## config.mk

```make
export PLATFORM = sky130hd
export DESIGN_NAME = fetch_top
export DESIGN_NICKNAME = d
export VERILOG_FILES = /design/src/fetch_pkg.sv /design/src/fetch_top.sv /design/src/if2_reg.sv /design/src/fetch_ctrl.sv /design/src/icache_array.sv /design/src/fetch_pc.sv
export SDC_FILE = /design/constraint.sdc
export NUM_CORES = 2
export LEC_CHECK = 0
export BUFFER_PORTS_ARGS = -buffer_cell sky130_fd_sc_hd__buf_2
export CORE_MARGIN = 1.5
export CORE_UTILIZATION = 65
export CTS_BUF_LIST = sky130_fd_sc_hd__clkbuf_4
export DETAILED_ROUTE_END_ITERATION = 8
export GPL_TIMING_DRIVEN = 0
export PLACE_DENSITY = 0.87
export SETUP_SLACK_MARGIN = 0.05
export SLEW_MARGIN = 20
export SYNTH_ARGS = -nofsm -noshare
export SYNTH_HDL_FRONTEND = slang
export SYNTH_HIERARCHICAL = 1
export SYNTH_SLANG_ARGS = --single-unit
```

## constraint.sdc

```tcl
create_clock -name clk -period 18 [get_ports clk]
set_input_delay 2.7 -clock clk [delete_from_list [all_inputs] [get_ports clk]]
set_output_delay 2.7 -clock clk [all_outputs]
set_load 0.02 [all_outputs]
```

## src/fetch_pkg.sv

```systemverilog
package fetch_pkg;

    parameter int ADDR_W   = 64;
    parameter int WORD_W   = 64;
    parameter int NUM_WAYS = 8;

    // One cache word covers eight bytes, so the tag drops the low three address bits.
    parameter int TAG_W = ADDR_W - 3;

    typedef enum logic [3:0] {
        TRAP_NOP      = 4'h0,
        TRAP_MISALIGN = 4'h1, // Fetch address is not 4-byte aligned.
        TRAP_ACCESS   = 4'h2  // Memory error reported on a refill.
    } trap_e;

    typedef enum logic [1:0] {
        ST_LOOKUP = 2'd0,
        ST_REQ    = 2'd1,
        ST_WAIT   = 2'd2
    } ctrl_state_e;

endpackage
```

## src/fetch_top.sv

```systemverilog
module fetch_top #(
    parameter logic [fetch_pkg::ADDR_W-1:0] RESET_PC = 64'h0000_0000_3000_0000
) (
    input  logic                            clk,
    input  logic                            rst,
    input  logic                            stall,
    input  logic                            redirect,
    input  logic [fetch_pkg::ADDR_W-1:0]    redirect_pc,
    input  logic                            mem_rvalid,
    input  logic [fetch_pkg::WORD_W-1:0]    mem_rdata,
    input  logic                            mem_err,
    output logic                            mem_req,
    output logic [fetch_pkg::ADDR_W-1:0]    mem_addr,
    output logic [fetch_pkg::ADDR_W-1:0]    if2_pc,
    output logic [fetch_pkg::WORD_W-1:0]    if2_word,
    output logic [fetch_pkg::NUM_WAYS-1:0]  if2_hit,
    output logic                            if2_valid,
    output fetch_pkg::trap_e                if2_trap
);

    logic [fetch_pkg::ADDR_W-1:0]   pc;
    logic [fetch_pkg::NUM_WAYS-1:0] hit;
    logic [fetch_pkg::WORD_W-1:0]   rd_word;
    logic                           pc_advance;
    logic                           fill_en;
    logic                           reg_enable;
    logic                           reg_valid;
    fetch_pkg::trap_e               reg_trap;

    fetch_pc #(
        .RESET_PC(RESET_PC)
    ) u_pc (
        .clk        (clk),
        .rst        (rst),
        .pc_advance (pc_advance),
        .redirect   (redirect),
        .redirect_pc(redirect_pc),
        .pc         (pc)
    );

    // The fill tag follows the request address, since pc may have moved on a redirect.
    icache_array u_cache (
        .clk      (clk),
        .rst      (rst),
        .pc       (pc),
        .hit      (hit),
        .rd_word  (rd_word),
        .fill_en  (fill_en),
        .fill_tag (mem_addr[fetch_pkg::ADDR_W-1:3]),
        .fill_word(mem_rdata)
    );

    fetch_ctrl u_ctrl (
        .clk       (clk),
        .rst       (rst),
        .pc        (pc),
        .hit       (hit),
        .stall     (stall),
        .redirect  (redirect),
        .mem_rvalid(mem_rvalid),
        .mem_err   (mem_err),
        .mem_req   (mem_req),
        .mem_addr  (mem_addr),
        .fill_en   (fill_en),
        .pc_advance(pc_advance),
        .reg_enable(reg_enable),
        .reg_valid (reg_valid),
        .reg_trap  (reg_trap)
    );

    if2_reg #(
        .RESET_PC(RESET_PC)
    ) u_if2 (
        .clk      (clk),
        .rst      (rst),
        .enable   (reg_enable),
        .pc_in    (pc),
        .word_in  (rd_word),
        .hit_in   (hit),
        .valid_in (reg_valid),
        .trap_in  (reg_trap),
        .pc_out   (if2_pc),
        .word_out (if2_word),
        .hit_out  (if2_hit),
        .valid_out(if2_valid),
        .trap_out (if2_trap)
    );

endmodule

```

## src/if2_reg.sv

```systemverilog
module if2_reg #(
    parameter logic [fetch_pkg::ADDR_W-1:0] RESET_PC = 64'h0000_0000_3000_0000
) (
    input  logic                            clk,
    input  logic                            rst,
    input  logic                            enable,
    input  logic [fetch_pkg::ADDR_W-1:0]    pc_in,
    input  logic [fetch_pkg::WORD_W-1:0]    word_in,
    input  logic [fetch_pkg::NUM_WAYS-1:0]  hit_in,
    input  logic                            valid_in,
    input  fetch_pkg::trap_e                trap_in,
    output logic [fetch_pkg::ADDR_W-1:0]    pc_out,
    output logic [fetch_pkg::WORD_W-1:0]    word_out,
    output logic [fetch_pkg::NUM_WAYS-1:0]  hit_out,
    output logic                            valid_out,
    output fetch_pkg::trap_e                trap_out
);

    // Every field loads together, or every field holds.
    always_ff @(posedge clk or posedge rst) begin
        if (rst) begin
            pc_out    <= RESET_PC;
            word_out  <= '0;
            hit_out   <= '0;
            valid_out <= 1'b0;
            trap_out  <= fetch_pkg::TRAP_NOP;
        end else if (enable) begin
            pc_out    <= pc_in;
            word_out  <= word_in;
            hit_out   <= hit_in;
            valid_out <= valid_in;
            trap_out  <= trap_in;
        end
    end

endmodule

```

## src/fetch_ctrl.sv

```systemverilog
module fetch_ctrl (
    input  logic                            clk,
    input  logic                            rst,
    input  logic [fetch_pkg::ADDR_W-1:0]    pc,
    input  logic [fetch_pkg::NUM_WAYS-1:0]  hit,
    input  logic                            stall,
    input  logic                            redirect,
    input  logic                            mem_rvalid,
    input  logic                            mem_err,
    output logic                            mem_req,
    output logic [fetch_pkg::ADDR_W-1:0]    mem_addr,
    output logic                            fill_en,
    output logic                            pc_advance,
    output logic                            reg_enable,
    output logic                            reg_valid,
    output fetch_pkg::trap_e                reg_trap
);

    fetch_pkg::ctrl_state_e state;
    fetch_pkg::ctrl_state_e state_next;

    logic redir_seen; // Set when a redirect lands while a refill is outstanding.
    logic misaligned;
    logic any_hit;
    logic start_refill;
    logic refill_err;

    assign misaligned = (pc[1:0] != 2'b00);
    assign any_hit    = |hit;

    assign start_refill = (state == fetch_pkg::ST_LOOKUP) && !redirect && !misaligned && !any_hit;

    // An error that belongs to a fetch abandoned by a redirect is dropped.
    assign refill_err = (state == fetch_pkg::ST_WAIT) && mem_rvalid && mem_err
                        && !redir_seen && !redirect;

    always_comb begin
        state_next = state;
        pc_advance = 1'b0;
        reg_valid  = 1'b0;
        reg_trap   = fetch_pkg::TRAP_NOP;
        case (state)
            fetch_pkg::ST_LOOKUP: begin
                if (start_refill) begin
                    state_next = fetch_pkg::ST_REQ;
                end else if (!redirect && misaligned) begin
                    reg_valid  = 1'b1;
                    reg_trap   = fetch_pkg::TRAP_MISALIGN;
                    pc_advance = !stall;
                end else if (!redirect) begin
                    reg_valid  = 1'b1;
                    pc_advance = !stall;
                end
            end
            fetch_pkg::ST_REQ: begin
                state_next = fetch_pkg::ST_WAIT;
            end
            fetch_pkg::ST_WAIT: begin
                if (mem_rvalid) begin
                    state_next = fetch_pkg::ST_LOOKUP;
                    // Under stall the failed lookup is simply repeated later.
                    if (refill_err) begin
                        reg_valid  = 1'b1;
                        reg_trap   = fetch_pkg::TRAP_ACCESS;
                        pc_advance = !stall;
                    end
                end
            end
            default: begin
                state_next = fetch_pkg::ST_LOOKUP;
            end
        endcase
    end

    assign reg_enable = !stall;
    assign mem_req    = (state == fetch_pkg::ST_REQ);
    assign fill_en    = (state == fetch_pkg::ST_WAIT) && mem_rvalid && !mem_err;

    always_ff @(posedge clk or posedge rst) begin
        if (rst) begin
            state      <= fetch_pkg::ST_LOOKUP;
            redir_seen <= 1'b0;
            mem_addr   <= '0;
        end else begin
            state <= state_next;
            if (start_refill) begin
                mem_addr <= {pc[fetch_pkg::ADDR_W-1:3], 3'b000}; // Held until the response.
            end
            if (state_next == fetch_pkg::ST_LOOKUP) begin
                redir_seen <= 1'b0;
            end else if (redirect) begin
                redir_seen <= 1'b1;
            end
        end
    end

endmodule

```

## src/icache_array.sv

```systemverilog
module icache_array (
    input  logic                            clk,
    input  logic                            rst,
    input  logic [fetch_pkg::ADDR_W-1:0]    pc,
    output logic [fetch_pkg::NUM_WAYS-1:0]  hit,
    output logic [fetch_pkg::WORD_W-1:0]    rd_word,
    input  logic                            fill_en,
    input  logic [fetch_pkg::TAG_W-1:0]     fill_tag,
    input  logic [fetch_pkg::WORD_W-1:0]    fill_word
);

    localparam int PTR_W = $clog2(fetch_pkg::NUM_WAYS);

    logic [fetch_pkg::NUM_WAYS-1:0] way_valid;
    logic [fetch_pkg::TAG_W-1:0]    way_tag  [fetch_pkg::NUM_WAYS];
    logic [fetch_pkg::WORD_W-1:0]   way_data [fetch_pkg::NUM_WAYS];
    logic [PTR_W-1:0]               victim;
    logic [fetch_pkg::TAG_W-1:0]    pc_tag;
    logic                           pc_aligned;

    assign pc_tag     = pc[fetch_pkg::ADDR_W-1:3];
    assign pc_aligned = (pc[1:0] == 2'b00);

    // A misaligned fetch never hits, so the trap entry carries no hit bits and no word.
    always_comb begin
        rd_word = '0;
        for (int i = 0; i < fetch_pkg::NUM_WAYS; i++) begin
            hit[i] = pc_aligned && way_valid[i] && (way_tag[i] == pc_tag);
            if (hit[i]) begin
                rd_word = way_data[i];
            end
        end
    end

    // Valid bits and the round-robin victim pointer.
    always_ff @(posedge clk or posedge rst) begin
        if (rst) begin
            way_valid <= '0;
            victim    <= '0;
        end else if (fill_en) begin
            way_valid[victim] <= 1'b1;
            victim            <= victim + 1'b1; // Wraps from the last way to way 0.
        end
    end

    always_ff @(posedge clk) begin
        if (fill_en) begin
            way_tag[victim]  <= fill_tag;
            way_data[victim] <= fill_word;
        end
    end

endmodule

```

## src/fetch_pc.sv

```systemverilog
module fetch_pc #(
    parameter logic [fetch_pkg::ADDR_W-1:0] RESET_PC = 64'h0000_0000_3000_0000
) (
    input  logic                          clk,
    input  logic                          rst,
    input  logic                          pc_advance,
    input  logic                          redirect,
    input  logic [fetch_pkg::ADDR_W-1:0]  redirect_pc,
    output logic [fetch_pkg::ADDR_W-1:0]  pc
);

    // A redirect wins over the sequential step.
    always_ff @(posedge clk or posedge rst) begin
        if (rst) begin
            pc <= RESET_PC;
        end else if (redirect) begin
            pc <= redirect_pc;
        end else if (pc_advance) begin
            pc <= pc + 64'd4; // Next instruction.
        end
    end

endmodule

```

==> out/qor.tcl <==
set qor(run_status) {finished, violations left}
set qor(violations) {DRC}
set qor(pwr_density_cell_nw_per_um2) 115
set qor(seqPwrFrac) 0.543
set qor(synthSimpleGateAreaFrac) 0.0730
set qor(type_of_destination_of_the_critical_path) {register}
set qor(drt_drc_violations_left) 16
set qor(worstPathMaxFanout) 11
set qor(postCtsSetupBuffers) 0
set qor(drt_iter0_markers) 6552
set qor(r2r-start) {u_pc/pc[23]}
set qor(sequential_share_of_the_synthesized_area) 0.698
set qor(detailedRoute.firstPassIterationCount) 9
set qor(worst_slew_margin_rel) 0.0795
set qor(via_per_inst) 6.93
set qor(route.final.wire_length_mm) 174
set qor(maxClockFrequency_ghz) 0.112
set qor(power.share.clock) 0.357
set qor(clk_pin_slew_worst_paths_ns) 0.07
set qor(io_pins) 340
set qor(min-delay-path-class) {reg2reg}
set qor(fin_util) 0.763
set qor(switch_pwr_uw) 2070
set qor(critical_path.endpoint) {u_pc/pc[60]}
set qor(syn2layout_area_growth_pct) 15.9
set qor(maximum_number_of_pins_on_one_net_before_global_route_repair) 94
set qor(clock-sinks) 1280
set qor(share_of_synthesized_registers_carrying_an_async_set_or_reset) 0.219
set qor(critPathRequiredTime_ns) 19.06
set qor(synth_adder_area_share) 0.000471
set qor(critical_path_arrival_ns) 9.96
set qor(ys_dominant_reg_cell) {sky130_fd_sc_hd__edfxtp_1}
set qor(slowest_stage) {sky130_fd_sc_hd__nor3_1}
set qor(htreeDepth) 5
set qor(critical_path.cell_chain) {clkbuf_1 -> xor2_1 -> nor4_1 -> nand4_1 -> or4_1 -> nor3_1 -> buf_2 -> clkbuf_1 -> nor4_2 -> a31o_1 -> a21oi_1 -> and3_1 -> clkbuf_1 -> nand3_1 -> or4_1 -> buf_2 -> or4_1 -> a31oi_1}
set qor(worst-r2r-cell-count) 18
set qor(hold_path_depth) 1
set qor(post_cts_hold_buffer_count) 0
set qor(synth.ff_latch_count) 1280
set qor(hpwlAfterDp_mm) 103
set qor(cell_chosen_for_the_clock_root) {sky130_fd_sc_hd__clkbuf_4}
set qor(start_kind) {register}
set qor(multi_input_area_um2) 14700
set qor(finalHoldViolCount) 0
set qor(clock-skew-final_ns) 0.170
set qor(placedCellCount) 4879
set qor(finalSetupViolCount) 0
set qor(postRouteAntennaNets) 0
set qor(postCtsResizedCells) 0
set qor(antenna_found_initial) 26
set qor(placement.io_buffers) 336
set qor(layout-drive-gt1-share) 0.295
set qor(skew_pair_late_insertion_delay_ns) 1.24
set qor(fp.dieW_um) 289
set qor(synth_warnings) 6
set qor(main_combinational_cell_family_by_area_after_synthesis) {XOR/XNOR gates}
set qor(synth_enable_flop_cells) 1000
set qor(end_of_the_worst_register_to_register_path) {u_pc/pc[60]}
set qor(post_synth_instance_area_um2) 53100
set qor(cell_internal_pwr_uw) 5030
set qor(leakage_power_of_the_design_uw) 0.0225
set qor(layout.cells.non_filler) 5466
set qor(nNetsFinal) 4282
set qor(setup_crit_start) {u_pc/pc[23]}
set qor(rsz0062_at_grt) {false}
set qor(compound_cell_area_share_of_the_yosys_netlist) 0.0507
set qor(groute.usage.overall) 0.413
set qor(wire_length_of_the_first_global_routing_pass_mm) 246
set qor(globalRoute.totalOverflow) 0
set qor(routed_wire_length_per_instance_um) 31.8
set qor(synth_cell_type_count) 66
set qor(routabilityCongestion) 0.918
set qor(postSynthAreaPerCell_um2) 15.6
set qor(path_class) {reg2reg}
set qor(effective_utilization_at_floorplan) 0.658
set qor(cts.path.max_buffers) 4
set qor(post-route-period-util) 0.494
set qor(floorplan.die_area_um2) 83400
set qor(regToRegSetupSlack_ns) 9.10
set qor(gate_count_after_technology_mapping) 3406
set qor(power.ir.vdd_worst_mv) 0.0623
set qor(fillCellCount) 4087
set qor(row_count) 104
set qor(floorplan.core_area_um2) 80700
set qor(max_slew.worst_pin.slew_ns) 1.37
set qor(vias) 37889
set qor(share_comb_of_total_power) 0.100
set qor(floorplan.die.height_um) 289
set qor(fin_crit_ns) 8.90
set qor(critical_path.max_stage_delay_ns) 1.06
set qor(first_global_vias) 37515
set qor(timing.max_cap.violations) 0
set qor(drv_slew) 0
set qor(synth-xor-area-share) 0.0845
set qor(tritoncts) {done}
set qor(cts-buffers-inserted) 325
set qor(synth.mux.area_fraction) 0.0666
set qor(area.sequential_um2) 37000
set qor(switching_share) 0.292
-- critical path: cells and delay by family (launching register included) --
family | cells | cell delay, ns
xor+xnor | 1 | 0.21
simple gates | 9 | 3.99
compound gates | 3 | 1.43
flops | 1 | 0.59
buf+inv | 5 | 2.56
-- cells in the final DEF (no fill, tap or decap), types with 9 or more instances in the layout --
master	instances
sky130_fd_sc_hd__edfxtp_1	1000
sky130_fd_sc_hd__or2_2	10
sky130_fd_sc_hd__nand2b_1	64
sky130_fd_sc_hd__diode_2	23
sky130_fd_sc_hd__buf_16	14
sky130_fd_sc_hd__buf_4	61
sky130_fd_sc_hd__clkbuf_1	84
sky130_fd_sc_hd__nand3_1	37
sky130_fd_sc_hd__mux2_2	56
sky130_fd_sc_hd__clkbuf_4	497
sky130_fd_sc_hd__dfrtp_1	276
sky130_fd_sc_hd__a31oi_1	21
sky130_fd_sc_hd__o31ai_1	17
sky130_fd_sc_hd__nor2b_1	9
sky130_fd_sc_hd__xnor2_1	272
sky130_fd_sc_hd__o21ai_0	100
sky130_fd_sc_hd__nor4_1	76
sky130_fd_sc_hd__nand4_1	97
sky130_fd_sc_hd__nand2_1	328
sky130_fd_sc_hd__buf_2	381
sky130_fd_sc_hd__buf_12	29
sky130_fd_sc_hd__buf_6	44
sky130_fd_sc_hd__or4_1	28
sky130_fd_sc_hd__a32oi_1	64
sky130_fd_sc_hd__a221oi_1	64
sky130_fd_sc_hd__clkinv_1	53
sky130_fd_sc_hd__nor3_1	13
sky130_fd_sc_hd__mux2i_1	65
sky130_fd_sc_hd__a311o_1	65
sky130_fd_sc_hd__nor2_1	29
sky130_fd_sc_hd__mux2_4	148
sky130_fd_sc_hd__xor2_1	240
sky130_fd_sc_hd__or2b_1	9
sky130_fd_sc_hd__inv_1	25
-- worst min path at each step --
stage | startpoint | end | slack [ns]
2_1_floorplan | u_cache/way_valid[0] | u_cache/way_valid[0] | 0.44
3_3_place_gp | u_cache/way_valid[3] | u_cache/way_valid[3] | 0.45
3_5_place_dp | u_cache/way_valid[5] | u_cache/way_valid[5] | 0.46
4_1_cts | u_cache/way_valid[5] | u_cache/way_valid[5] | 0.47
5_1_grt | u_cache/way_valid[7] | u_cache/way_valid[7] | 0.49
6_report | u_cache/way_valid[5] | u_cache/way_valid[5] | 0.47
-- logic make-up (layout without fill, tap and decap cells) --
group | Yosys count | in the layout
multiplexers | 272 | 272
XOR/XNOR | 512 | 512
buffers and inverters | 239 | 1212
flip-flops | 1280 | 1280
other | 1 | 28
AND/OR/NAND/NOR | 750 | 750
AO/OA/AOI/OAI | 350 | 350
adder cells (fa/ha/maj) | 2 | 2
-- metrics by stage --
step / total power (uW) / worst slack, ns / hold WS (ns) / TNS [ns] / cell area, um^2
final: 7110 / 9.10 / 0.469 / 0 / 61600
after floorplan: 4070 / 5.49 / 0.439 / 0 / 53100
after CTS: 7030 / 10.0 / 0.470 / 0 / 61500
after global placement: 4520 / -1.23 / 0.450 / -197.71 / 56100
after global routing: 7250 / 9.40 / 0.491 / 0 / 61500
after detailed placement: 4550 / 10.18 / 0.455 / 0 / 57400
-- sequential cells by signal, summed over array words and instances (netlist names) --
signal	cells
u_if2/trap_out	4
u_if2/pc_out	64
u_ctrl/redir_seen	1
u_if2/word_out	64
u_pc/pc	64
u_if2/valid_out	1
u_if2/hit_out	8
u_cache/victim	3
u_cache/way_valid	8
u_ctrl/mem_addr	61
u_ctrl/state	2
u_cache/way_data	512
u_cache/way_tag	488
-- Yosys cell counts, drive strengths merged (2+ instances only) --
library cell | instances | area (um^2)
dfstp | 4 | 105
nand2b | 64 | 400
a31oi | 21 | 131
xnor2 | 272 | 2380
or3 | 3 | 23.8
a221oi | 64 | 561
or4 | 29 | 221
edfxtp | 1000 | 30000
nor2 | 38 | 145
nand4b | 2 | 32.5
xor2 | 240 | 2100
and4 | 8 | 70.1
o211ai | 6 | 45.0
nand2 | 328 | 1230
a311o | 65 | 651
nor3 | 16 | 85.1
ha | 2 | 25.0
or2 | 12 | 75.1
a32oi | 64 | 561
and2 | 3 | 18.8
and3 | 8 | 50.1
nor4 | 84 | 583
clkbuf | 87 | 330
buf | 123 | 997
inv | 29 | 109
nor2b | 9 | 56.3
o31ai | 17 | 128
mux2i | 65 | 651
a31o | 2 | 17.5
nand3 | 38 | 195
o22ai | 3 | 18.8
nand4 | 97 | 607
or2b | 9 | 67.6
a2111o | 2 | 22.5
mux2 | 207 | 2890
o21ai | 100 | 500
dfrtp | 276 | 6910
-- area by class of cell --
type	count	share of cell area
Buffer	210	0.0216
Tap cell	1060	0.0215
Clock inverter	68	0.00624
Multi-Input combinational cell	1891	0.239
Clock buffer	496	0.0605
Inverter	29	0.00197
Antenna cell	23	0.000935
Timing Repair Buffer	409	0.0465
Sequential cell	1280	0.602
-- metal layers --
metal  vias to the layer above  part of all wire  global-route usage
met5                         -           0.00086                   0
met1                     18133              0.31               0.504
met4                        14             0.083               0.279
li1                      14499                 -                   -
met3                      1024              0.16               0.154
met2                      4219              0.44               0.616
-- power groups by stage --
stage / clock [uW] / combinational (uW) / sequential [uW]
2_1_floorplan: 0 / 327 / 3740
3_3_place_gp: 0 / 638 / 3880
3_5_place_dp: 0 / 672 / 3870
4_1_cts: 2520 / 691 / 3820
5_1_grt: 2680 / 729 / 3840
6_report: 2530 / 713 / 3860
(Power assumes the default switching activity.)
